--- config.mk ---
export PLATFORM = sky130hd
export DESIGN_NAME = rvPipeTop
export DESIGN_NICKNAME = d
export VERILOG_FILES = /design/src/hw/rvPkg.sv /design/src/hw/fetchStage.sv /design/src/hw/decodeStage.sv /design/src/hw/executeStage.sv /design/src/hw/memWriteback.sv /design/src/hw/rvPipeTop.sv
export SDC_FILE = /design/constraint.sdc
export NUM_CORES = 2
export LEC_CHECK = 0
export BUFFER_PORTS_ARGS = -buffer_cell sky130_fd_sc_hd__buf_4
export CELL_PAD_IN_SITES_DETAIL_PLACEMENT = 1
export CELL_PAD_IN_SITES_GLOBAL_PLACEMENT = 2
export CORE_ASPECT_RATIO = 1.2
export CORE_MARGIN = 5
export CORE_UTILIZATION = 49
export CTS_BUF_LIST = sky130_fd_sc_hd__clkbuf_4 sky130_fd_sc_hd__clkbuf_8 sky130_fd_sc_hd__clkbuf_16
export DETAILED_ROUTE_END_ITERATION = 8
export GPL_ROUTABILITY_DRIVEN = 0
export PLACE_DENSITY_LB_ADDON = 0.1
export SLEW_MARGIN = 20
export SYNTH_ARGS = -nofsm -noshare
export SYNTH_HDL_FRONTEND = slang
export SYNTH_SLANG_ARGS = --single-unit
--- constraint.sdc ---
create_clock -name clk -period 9.4 [get_ports clk]
set_clock_uncertainty 0.15 [all_clocks]
set_input_delay 1.41 -clock clk [delete_from_list [all_inputs] [get_ports clk]]
set_output_delay 1.41 -clock clk [all_outputs]
set_load 0.005 [all_outputs]
--- src/hw/rvPkg.sv ---
package rvPkg;

    // data, address and instruction words
    typedef logic [31:0] wordT;

    // register index
    typedef logic [4:0] regAddrT;

    // major opcode
    // an all-zero instruction word acts as a bubble
    typedef logic [6:0] opcodeT;

    typedef logic [3:0] aluOpT;

    // source of an execute-stage operand
    typedef logic [1:0] fwdSelT;

    localparam int regCount = 32;

    localparam opcodeT opReg   = 7'b0110011;
    localparam opcodeT opImm   = 7'b0010011;
    localparam opcodeT opLoad  = 7'b0000011;
    localparam opcodeT opStore = 7'b0100011;

    localparam aluOpT aluAnd = 4'b0000;
    localparam aluOpT aluOr  = 4'b0001;
    localparam aluOpT aluAdd = 4'b0010;
    localparam aluOpT aluSub = 4'b0110;
    localparam aluOpT aluSll = 4'b1110;
    localparam aluOpT aluSrl = 4'b1101;
    localparam aluOpT aluSra = 4'b1111;

    localparam fwdSelT fwdNone = 2'b00;
    localparam fwdSelT fwdWb   = 2'b01;
    localparam fwdSelT fwdMem  = 2'b10;

endpackage

--- src/hw/fetchStage.sv ---
`timescale 1ns/1ps

module fetchStage (
    input  logic        clk,
    input  logic        rstN,
    input  logic        stall,
    input  rvPkg::wordT instr,
    output rvPkg::wordT instrAddr,
    output rvPkg::wordT idInstr
);

    rvPkg::wordT pc;

    // instruction port is combinational, so the pc is the fetch address
    assign instrAddr = pc;

    always_ff @(posedge clk) begin
        if (!rstN) begin
            pc <= '0;
            // all-zero word decodes as a bubble
            idInstr <= '0;
        end else if (!stall) begin
            pc <= pc + 32'd4;
            idInstr <= instr;
        end
    end

endmodule

--- src/hw/decodeStage.sv ---
`timescale 1ns/1ps

module decodeStage (
    input  logic           clk,
    input  logic           rstN,
    input  rvPkg::wordT    idInstr,
    input  logic           wbRegWrite,
    input  rvPkg::regAddrT wbRd,
    input  rvPkg::wordT    wbValue,
    input  rvPkg::regAddrT exRd,
    input  logic           exMemRead,
    output logic           stall,
    output rvPkg::wordT    exOpA,
    output rvPkg::wordT    exOpB,
    output rvPkg::wordT    exImm,
    output rvPkg::regAddrT exRs1,
    output rvPkg::regAddrT exRs2,
    output rvPkg::regAddrT exRdOut,
    output rvPkg::aluOpT   exAluOp,
    output logic           exAluSrc,
    output logic           exMemReadOut,
    output logic           exMemWrite,
    output logic           exRegWrite
);

    rvPkg::wordT    regFile [rvPkg::regCount];
    rvPkg::opcodeT  opcode;
    logic [2:0]     funct3;
    rvPkg::regAddrT rs1;
    rvPkg::regAddrT rs2;
    rvPkg::regAddrT rd;
    rvPkg::wordT    imm;
    rvPkg::wordT    opA;
    rvPkg::wordT    opB;
    rvPkg::aluOpT   aluOp;
    logic           aluSrc;
    logic           memRead;
    logic           memWrite;
    logic           regWrite;
    logic           usesRs1;
    logic           usesRs2;

    assign opcode = idInstr[6:0];
    assign funct3 = idInstr[14:12];
    assign rs1    = idInstr[19:15];
    assign rs2    = idInstr[24:20];
    assign rd     = idInstr[11:7];

    always_comb begin
        aluSrc   = 1'b0;
        memRead  = 1'b0;
        memWrite = 1'b0;
        regWrite = 1'b0;
        usesRs1  = 1'b0;
        usesRs2  = 1'b0;
        aluOp    = rvPkg::aluAdd;
        case (opcode)
            rvPkg::opReg, rvPkg::opImm: begin
                regWrite = 1'b1;
                usesRs1  = 1'b1;
                usesRs2  = (opcode == rvPkg::opReg);
                aluSrc   = (opcode == rvPkg::opImm);
                case (funct3)
                    // bit 30 selects sub only for the register form
                    3'b000: aluOp = (opcode == rvPkg::opReg && idInstr[30]) ?
                                    rvPkg::aluSub : rvPkg::aluAdd;
                    3'b001: aluOp = rvPkg::aluSll;
                    3'b101: aluOp = idInstr[30] ? rvPkg::aluSra : rvPkg::aluSrl;
                    3'b110: aluOp = rvPkg::aluOr;
                    3'b111: aluOp = rvPkg::aluAnd;
                    default: aluOp = rvPkg::aluAdd;
                endcase
            end
            rvPkg::opLoad: begin
                regWrite = 1'b1;
                memRead  = 1'b1;
                aluSrc   = 1'b1;
                usesRs1  = 1'b1;
            end
            rvPkg::opStore: begin
                // rs2 of a store is forwarded in the memory stage instead
                memWrite = 1'b1;
                aluSrc   = 1'b1;
                usesRs1  = 1'b1;
            end
            default: begin
            end
        endcase
    end

    // S-type for stores, I-type otherwise
    always_comb begin
        if (opcode == rvPkg::opStore) begin
            imm = {{20{idInstr[31]}}, idInstr[31:25], idInstr[11:7]};
        end else begin
            imm = {{20{idInstr[31]}}, idInstr[31:20]};
        end
    end

    always_ff @(posedge clk) begin
        if (wbRegWrite && wbRd != '0) begin
            regFile[wbRd] <= wbValue;
        end
    end

    // same-cycle writeback bypass with x0 reading as zero
    always_comb begin
        if (rs1 == '0) begin
            opA = '0;
        end else if (wbRegWrite && wbRd == rs1) begin
            opA = wbValue;
        end else begin
            opA = regFile[rs1];
        end
        if (rs2 == '0) begin
            opB = '0;
        end else if (wbRegWrite && wbRd == rs2) begin
            opB = wbValue;
        end else begin
            opB = regFile[rs2];
        end
    end

    // load in execute feeding this instruction
    assign stall = exMemRead && exRd != '0 &&
                   ((usesRs1 && exRd == rs1) || (usesRs2 && exRd == rs2));

    always_ff @(posedge clk) begin
        if (!rstN || stall) begin
            exMemReadOut <= 1'b0;
            exMemWrite   <= 1'b0;
            exRegWrite   <= 1'b0;
        end else begin
            exMemReadOut <= memRead;
            exMemWrite   <= memWrite;
            exRegWrite   <= regWrite;
        end
        exOpA    <= opA;
        exOpB    <= opB;
        exImm    <= imm;
        exRs1    <= rs1;
        exRs2    <= rs2;
        exRdOut  <= rd;
        exAluOp  <= aluOp;
        exAluSrc <= aluSrc;
    end

endmodule

--- src/hw/executeStage.sv ---
`timescale 1ns/1ps

module executeStage (
    input  logic           clk,
    input  logic           rstN,
    input  rvPkg::wordT    exOpA,
    input  rvPkg::wordT    exOpB,
    input  rvPkg::wordT    exImm,
    input  rvPkg::regAddrT exRs1,
    input  rvPkg::regAddrT exRs2,
    input  rvPkg::regAddrT exRd,
    input  rvPkg::aluOpT   exAluOp,
    input  logic           exAluSrc,
    input  logic           exMemRead,
    input  logic           exMemWrite,
    input  logic           exRegWrite,
    input  rvPkg::regAddrT memRd,
    input  rvPkg::regAddrT wbRd,
    input  logic           memRegWrite,
    input  logic           wbRegWrite,
    input  rvPkg::wordT    memValue,
    input  rvPkg::wordT    wbValue,
    output rvPkg::wordT    memAluResult,
    output rvPkg::wordT    memStoreData,
    output rvPkg::regAddrT memRdOut,
    output rvPkg::regAddrT memRs2,
    output logic           memMemRead,
    output logic           memMemWrite,
    output logic           memRegWriteOut
);

    rvPkg::fwdSelT fwdA;
    rvPkg::fwdSelT fwdB;
    rvPkg::wordT   srcA;
    rvPkg::wordT   srcB;
    rvPkg::wordT   aluB;
    rvPkg::wordT   aluResult;

    // memory stage wins over writeback and x0 is never forwarded
    always_comb begin
        if (memRegWrite && memRd != '0 && memRd == exRs1) begin
            fwdA = rvPkg::fwdMem;
        end else if (wbRegWrite && wbRd != '0 && wbRd == exRs1) begin
            fwdA = rvPkg::fwdWb;
        end else begin
            fwdA = rvPkg::fwdNone;
        end
        if (memRegWrite && memRd != '0 && memRd == exRs2) begin
            fwdB = rvPkg::fwdMem;
        end else if (wbRegWrite && wbRd != '0 && wbRd == exRs2) begin
            fwdB = rvPkg::fwdWb;
        end else begin
            fwdB = rvPkg::fwdNone;
        end
    end

    always_comb begin
        case (fwdA)
            rvPkg::fwdMem: srcA = memValue;
            rvPkg::fwdWb:  srcA = wbValue;
            default:       srcA = exOpA;
        endcase
        case (fwdB)
            rvPkg::fwdMem: srcB = memValue;
            rvPkg::fwdWb:  srcB = wbValue;
            default:       srcB = exOpB;
        endcase
    end

    assign aluB = exAluSrc ? exImm : srcB;

    // shift amount is the low 5 bits of operand B
    always_comb begin
        case (exAluOp)
            rvPkg::aluAnd: aluResult = srcA & aluB;
            rvPkg::aluOr:  aluResult = srcA | aluB;
            rvPkg::aluSub: aluResult = srcA - aluB;
            rvPkg::aluSll: aluResult = srcA << aluB[4:0];
            rvPkg::aluSrl: aluResult = srcA >> aluB[4:0];
            rvPkg::aluSra: aluResult = $signed(srcA) >>> aluB[4:0];
            default:       aluResult = srcA + aluB;
        endcase
    end

    always_ff @(posedge clk) begin
        if (!rstN) begin
            memMemRead     <= 1'b0;
            memMemWrite    <= 1'b0;
            memRegWriteOut <= 1'b0;
        end else begin
            memMemRead     <= exMemRead;
            memMemWrite    <= exMemWrite;
            memRegWriteOut <= exRegWrite;
        end
        memAluResult <= aluResult;
        // forwarded rs2 that a load in writeback may still replace
        memStoreData <= srcB;
        memRdOut     <= exRd;
        memRs2       <= exRs2;
    end

endmodule

--- src/hw/memWriteback.sv ---
`timescale 1ns/1ps

module memWriteback #(
    parameter int dmemAddrBits = 6
) (
    input  logic           clk,
    input  logic           rstN,
    input  rvPkg::wordT    memAluResult,
    input  rvPkg::wordT    memStoreData,
    input  rvPkg::regAddrT memRd,
    input  rvPkg::regAddrT memRs2,
    input  logic           memMemRead,
    input  logic           memMemWrite,
    input  logic           memRegWrite,
    output rvPkg::wordT    memValue,
    output logic           wbRegWrite,
    output rvPkg::regAddrT wbRd,
    output rvPkg::wordT    wbValue,
    output logic           wbValid
);

    rvPkg::wordT             dmem [2**dmemAddrBits];
    logic [dmemAddrBits-1:0] dmemAddr;
    logic                    wbMemRead;
    logic                    storeFwd;
    rvPkg::wordT             storeData;
    rvPkg::wordT             readData;

    // word addressed with the byte offset ignored
    assign dmemAddr = memAluResult[dmemAddrBits+1:2];

    // store of a register that the load in writeback just produced
    assign storeFwd  = memMemWrite && wbMemRead && wbRegWrite &&
                       wbRd != '0 && wbRd == memRs2;
    assign storeData = storeFwd ? wbValue : memStoreData;

    always_ff @(posedge clk) begin
        if (memMemWrite) begin
            dmem[dmemAddr] <= storeData;
        end
    end

    assign readData = dmem[dmemAddr];

    // ALU result is what the memory stage can forward
    assign memValue = memAluResult;

    always_ff @(posedge clk) begin
        if (!rstN) begin
            wbRegWrite <= 1'b0;
            wbMemRead  <= 1'b0;
        end else begin
            wbRegWrite <= memRegWrite;
            wbMemRead  <= memMemRead;
        end
        wbRd    <= memRd;
        wbValue <= memMemRead ? readData : memAluResult;
    end

    assign wbValid = wbRegWrite && wbRd != '0;

endmodule

--- src/hw/rvPipeTop.sv ---
`timescale 1ns/1ps

module rvPipeTop #(
    parameter int dmemAddrBits = 6
) (
    input  logic           clk,
    input  logic           rstN,
    input  rvPkg::wordT    instr,
    output rvPkg::wordT    instrAddr,
    output logic           wbValid,
    output rvPkg::regAddrT wbRd,
    output rvPkg::wordT    wbData
);

    logic           stall;
    rvPkg::wordT    idInstr;

    // decode/execute fields
    rvPkg::wordT    exOpA;
    rvPkg::wordT    exOpB;
    rvPkg::wordT    exImm;
    rvPkg::regAddrT exRs1;
    rvPkg::regAddrT exRs2;
    rvPkg::regAddrT exRd;
    rvPkg::aluOpT   exAluOp;
    logic           exAluSrc;
    logic           exMemRead;
    logic           exMemWrite;
    logic           exRegWrite;

    // execute/memory fields
    rvPkg::wordT    memAluResult;
    rvPkg::wordT    memStoreData;
    rvPkg::regAddrT memRd;
    rvPkg::regAddrT memRs2;
    logic           memMemRead;
    logic           memMemWrite;
    logic           memRegWrite;
    rvPkg::wordT    memValue;

    logic           wbRegWrite;
    rvPkg::wordT    wbValue;

    assign wbData = wbValue;

    fetchStage i_fetchStage (
        .clk       (clk),
        .rstN      (rstN),
        .stall     (stall),
        .instr     (instr),
        .instrAddr (instrAddr),
        .idInstr   (idInstr)
    );

    decodeStage i_decodeStage (
        .clk          (clk),
        .rstN         (rstN),
        .idInstr      (idInstr),
        .wbRegWrite   (wbRegWrite),
        .wbRd         (wbRd),
        .wbValue      (wbValue),
        .exRd         (exRd),
        .exMemRead    (exMemRead),
        .stall        (stall),
        .exOpA        (exOpA),
        .exOpB        (exOpB),
        .exImm        (exImm),
        .exRs1        (exRs1),
        .exRs2        (exRs2),
        .exRdOut      (exRd),
        .exAluOp      (exAluOp),
        .exAluSrc     (exAluSrc),
        .exMemReadOut (exMemRead),
        .exMemWrite   (exMemWrite),
        .exRegWrite   (exRegWrite)
    );

    executeStage i_executeStage (
        .clk            (clk),
        .rstN           (rstN),
        .exOpA          (exOpA),
        .exOpB          (exOpB),
        .exImm          (exImm),
        .exRs1          (exRs1),
        .exRs2          (exRs2),
        .exRd           (exRd),
        .exAluOp        (exAluOp),
        .exAluSrc       (exAluSrc),
        .exMemRead      (exMemRead),
        .exMemWrite     (exMemWrite),
        .exRegWrite     (exRegWrite),
        .memRd          (memRd),
        .wbRd           (wbRd),
        .memRegWrite    (memRegWrite),
        .wbRegWrite     (wbRegWrite),
        .memValue       (memValue),
        .wbValue        (wbValue),
        .memAluResult   (memAluResult),
        .memStoreData   (memStoreData),
        .memRdOut       (memRd),
        .memRs2         (memRs2),
        .memMemRead     (memMemRead),
        .memMemWrite    (memMemWrite),
        .memRegWriteOut (memRegWrite)
    );

    memWriteback #(
        .dmemAddrBits (dmemAddrBits)
    ) i_memWriteback (
        .clk          (clk),
        .rstN         (rstN),
        .memAluResult (memAluResult),
        .memStoreData (memStoreData),
        .memRd        (memRd),
        .memRs2       (memRs2),
        .memMemRead   (memMemRead),
        .memMemWrite  (memMemWrite),
        .memRegWrite  (memRegWrite),
        .memValue     (memValue),
        .wbRegWrite   (wbRegWrite),
        .wbRd         (wbRd),
        .wbValue      (wbValue),
        .wbValid      (wbValid)
    );

endmodule

==> summary.md <==
| Metric | Value |
|---|---|
| Die area | `approximately 290000 um^2` |
| CTS resizes | `0` |
| Synthesized instance count | `slightly above 8000` |
| Later-pin clock latency in the skew report | `910 ps` |
| Hold Buf Count CTS | `0` |
| Final hold violation count | `0` |
| Seq/Total Area, Yosys | `70.6%` |
| Fill count | `~25000` |
| Hold EP | `i_decodeStage.exImm[7]` |
| RR Endpoint | `i_executeStage.memAluResult[31]` |
| Synth Cell Area | `around 140000 um^2` |
| Largest family of logic cells by synthesized area | `multiplexers` |
| Multi-input logic area | `39400 um^2` |
| Fin worst setup slack | `around 1600 ps` |
| Die span in x | `495 um` |
| Post-Synth XOR/XNOR Area | `less than 1%` |
| Unrepaired setup endpoints after global routing | `false` |
| Synth area leader | `edfxtp_1` |
| CP Max Fanout | `22` |
| Worst vdd ir | `between 0.2 and 0.25 mV` |
| DRT iter0 DRCs | `around 11000` |
| Post-synth EDFFs | `3072` |
| Vias in the first global route | `89000` |
| Hpwl dp | `311 mm` |
| First-pass GRT wire length | `between 700 and 800 mm` |
| Compound-Gate Fraction of Synth Area | `10.5%` |
| FF-to-FF setup slack | `1610 ps` |
| Clock buffer depth | `4` |
| Num CTS Buffers | `~340` |
| Kind of critical path | `reg -> reg` |
| Initial Util | `49.3%` |
| Worst Hold Slack | `between 200 and 250 ps` |
| DR pass1 iterations | `9` |
| Worst flop-to-flop path startpoint | `i_memWriteback.wbRd[2]` |
| Vias per cell | `about 7` |
| R2r worst-path depth | `22` |
| Hold Path Depth | `0` |
| FF/Latch Area | `97900 um^2` |
| Most used DFF post-synth | `edfxtp_1` |
| Area Growth Syn to Fin | `13.4%` |
| Slew headroom | `12.1%` |
| Endpoints failing setup | `0` |
| Clock Tree Root | `clkbuf_16` |
| Commonest non-fill, non-tap cell in the layout | `edfxtp_1` |
| Commonest non-fill, non-tap cells in the layout | `3072 x edfxtp_1, 667 x a22oi_1, 549 x mux4_2` |
| Post-DRT Antenna Nets | `0` |
| Port Buffers | `101` |
| Vias | `just under 90000` |
| CTS clk-pin slew, worst paths | `~60 ps` |
| Period utilization | `between 80 and 90%` |
| Post-CTS Setup Inserts | `0` |
| CP Data Required Time | `9960 ps` |
| Switching pwr | `between 10 and 15 mW` |
| Simple-Gate Fraction of Synth Area | `between 3 and 4%` |
| Post-synthesis mux area share | `approximately an eighth` |
| Post-route cell area | `157000 um^2` |
| Area share of the largest cell type after synthesis | `between 60% and 70%` |
| WL final | `roughly 520 mm` |
| YS warnings | `0` |
| Area after DPL | `roughly 150000 um^2` |
| Post-synth ARST share | `0%` |
| Worst Setup Slack post-DPL | `1740 ps` |
| Synth Area per Inst | `about 17 um^2` |
| Layout cells sized above 1 | `a little over a fifth` |
| Adder-cell area share of the yosys netlist | `less than 1%` |
| Min-Delay Path Class | `reg -> reg` |
| Pwr dens | `roughly 270 nW/um^2` |
| CTS tree | `yes` |
| Power share of the clock group | `32.4%` |
| Die height | `between 500 and 600 um` |
| Final nets | `~8500` |
| P_int | `approximately 29 mW` |
| Synth unique cells | `roughly 100` |
| Pleak | `around 50 nW` |
| Comb pwr share | `25.3%` |
| Total negative slack | `0 ps` |
| GR Util All Layers | `between 30% and 40%` |
| Critical Path AT | `8350 ps` |
| Initial antenna violation count | `43` |
| Worst setup EP type | `flip-flop` |
| H-tree lvl count | `5` |
| Fin. max-slew vios | `0` |
| Worst setup SP type | `flip-flop` |
| Clk sinks | `approximately 3300` |
| Peak Freq | `~0.13 GHz` |
| Actual slew at the worst max-slew pin | `1300 ps` |
| Pin count of the biggest net entering global routing | `about 100` |
| DR WL/cell | `around 41 um` |
| DRC viols | `0` |
| Core Region | `roughly 280000 um^2` |
| Overflow after GRT | `0` |
| Flop pwr share | `42.3%` |
| Switching part of the total | `between 30 and 40%` |
| Area contributors post-synth | `edfxtp_1 67%, mux4_2 8.9%, dfxtp_1 4.0%` |
| Total power draw | `about 43 mW` |
| Worst Min Path Start | `i_fetchStage.idInstr[27]` |
| MaxCap Viol Count | `0` |
| Site row count | `approximately 210` |
| Crit path time final | `about 7800 ps` |
| I/O Pins | `104` |
| Register bit count reported by yosys | `around 3300` |
| Status | `complete, no violations` |
routing by layer:
metal | up-vias | wire length (um) | share of wire, % | track usage, %
li1 | 34400 | - | - | -
met1 | 46300 | 190000 | 37 | 44.5
met2 | 4975 | 245000 | 47 | 55.9
met3 | 1265 | 46500 | 9.0 | 7.04
met4 | 10 | 34500 | 6.7 | 19.2
met5 | - | 60 | 0.012 | 0
cell type report:
| cell class | instances | share of cell area [%] |
|---|---|---|
| inverter | 58 | 0.140 |
| timing repair buffer | 434 | 2.23 |
| clock inverter | 193 | 1.28 |
| sequential | 3349 | 62.3 |
| antenna | 17 | 0.0271 |
| multi-input combinational | 4209 | 25.1 |
| clock buffer | 419 | 5.97 |
| tap | 3762 | 3.00 |
cells by family after synthesis:
logic type,Yosys count
adder cells (fa/ha/maj),65
buffers and inverters,650
XOR/XNOR,129
flip-flops,3349
multiplexers,978
AO/OA/AOI/OAI,1971
AND/OR/NAND/NOR,1032
other,1
power groups by stage:
| stage | combinational (mW) | sequential [mW] | clock (mW) |
|---|---|---|---|
| 2_1_floorplan | 4.96 | 18.4 | 0 |
| 3_3_place_gp | 10.5 | 18.5 | 0 |
| 3_5_place_dp | 10.6 | 18.5 | 0 |
| 4_1_cts | 10.7 | 18.2 | 14.1 |
| 5_1_grt | 11.1 | 18.2 | 14.8 |
| 6_report | 10.9 | 18.2 | 14.0 |
cell usage after synthesis (12+ instances only):
master	count
edfxtp_1	3072
a22oi_1	667
mux4_2	549
clkbuf_1	391
nor2_1	385
mux2i_1	316
dfxtp_1	277
a21oi_1	212
a221oi_1	185
nand2_1	182
a31oi_1	173
buf_1	161
a22o_1	138
o21ai_0	137
mux2_2	112
a211oi_1	87
xnor2_1	87
nand3_1	67
nor3_1	67
a41oi_1	64
nand4_1	61
inv_1	51
o211ai_1	51
and2_1	48
or3_1	45
nor4_1	43
o22ai_1	42
xor2_1	42
nor2b_1	38
o221ai_1	38
ha_1	36
maj3_1	28
buf_2	27
nand2b_1	27
and3_1	17
a221o_1	16
a222oi_1	15
a21o_1	12
buf_4	12
state kept, by name, summed over array words and instances (netlist names), 30 cells and up:
name                         count
i_fetchStage.instrAddr          30
i_decodeStage.exOpA             32
i_decodeStage.regFile         1024
i_executeStage.memAluResult     32
i_memWriteback.dmem           2048
i_executeStage.memStoreData     32
i_fetchStage.idInstr            32
i_decodeStage.exOpB             32
i_memWriteback.wbValue          32
worst max-delay path, stage by stage, from the launching register on:
cell       delay, ps
dfxtp_1          460
or3_1            660
o311ai_4         890
o21ai_0          270
a311oi_1         810
a2111oi_4        180
and4_1           260
nand3_1          200
or2_2            210
o21ai_0          160
xor2_1           220
ha_1             360
a21o_1           200
a21o_1           170
a21oi_1          220
nor2b_1          100
or4b_2           610
o21bai_1         500
nor3b_1          130
a221oi_1         380
a21oi_1          140
xnor2_1          190
o2111ai_1        120
through the flow:
| stage | utilization (%) | std cells |
|---|---|---|
| floorplan | - | 8208 |
| global placement | 51.8 | 11800 |
| detailed placement | 51.8 | 11800 |
| CTS | 55.9 | 12400 |
| global route | 55.9 | 12400 |
| finish | 55.9 | 12400 |
worst max-delay path by stage:
stage                                 startpoint                               to  slack (ps)  depth (start not counted)
after floorplan           i_memWriteback.wbRd[2]  i_executeStage.memAluResult[31]        2900                         28
after global placement    i_memWriteback.wbRd[3]  i_executeStage.memAluResult[31]        1900                         22
after detailed placement  i_memWriteback.wbRd[2]  i_executeStage.memAluResult[31]        1740                         22
after CTS                 i_memWriteback.wbRd[2]  i_executeStage.memAluResult[31]        1690                         22
after global routing      i_memWriteback.wbRd[2]  i_executeStage.memAluResult[31]        1290                         22
final                     i_memWriteback.wbRd[2]  i_executeStage.memAluResult[31]        1610                         22
(Power assumes the default switching activity.)
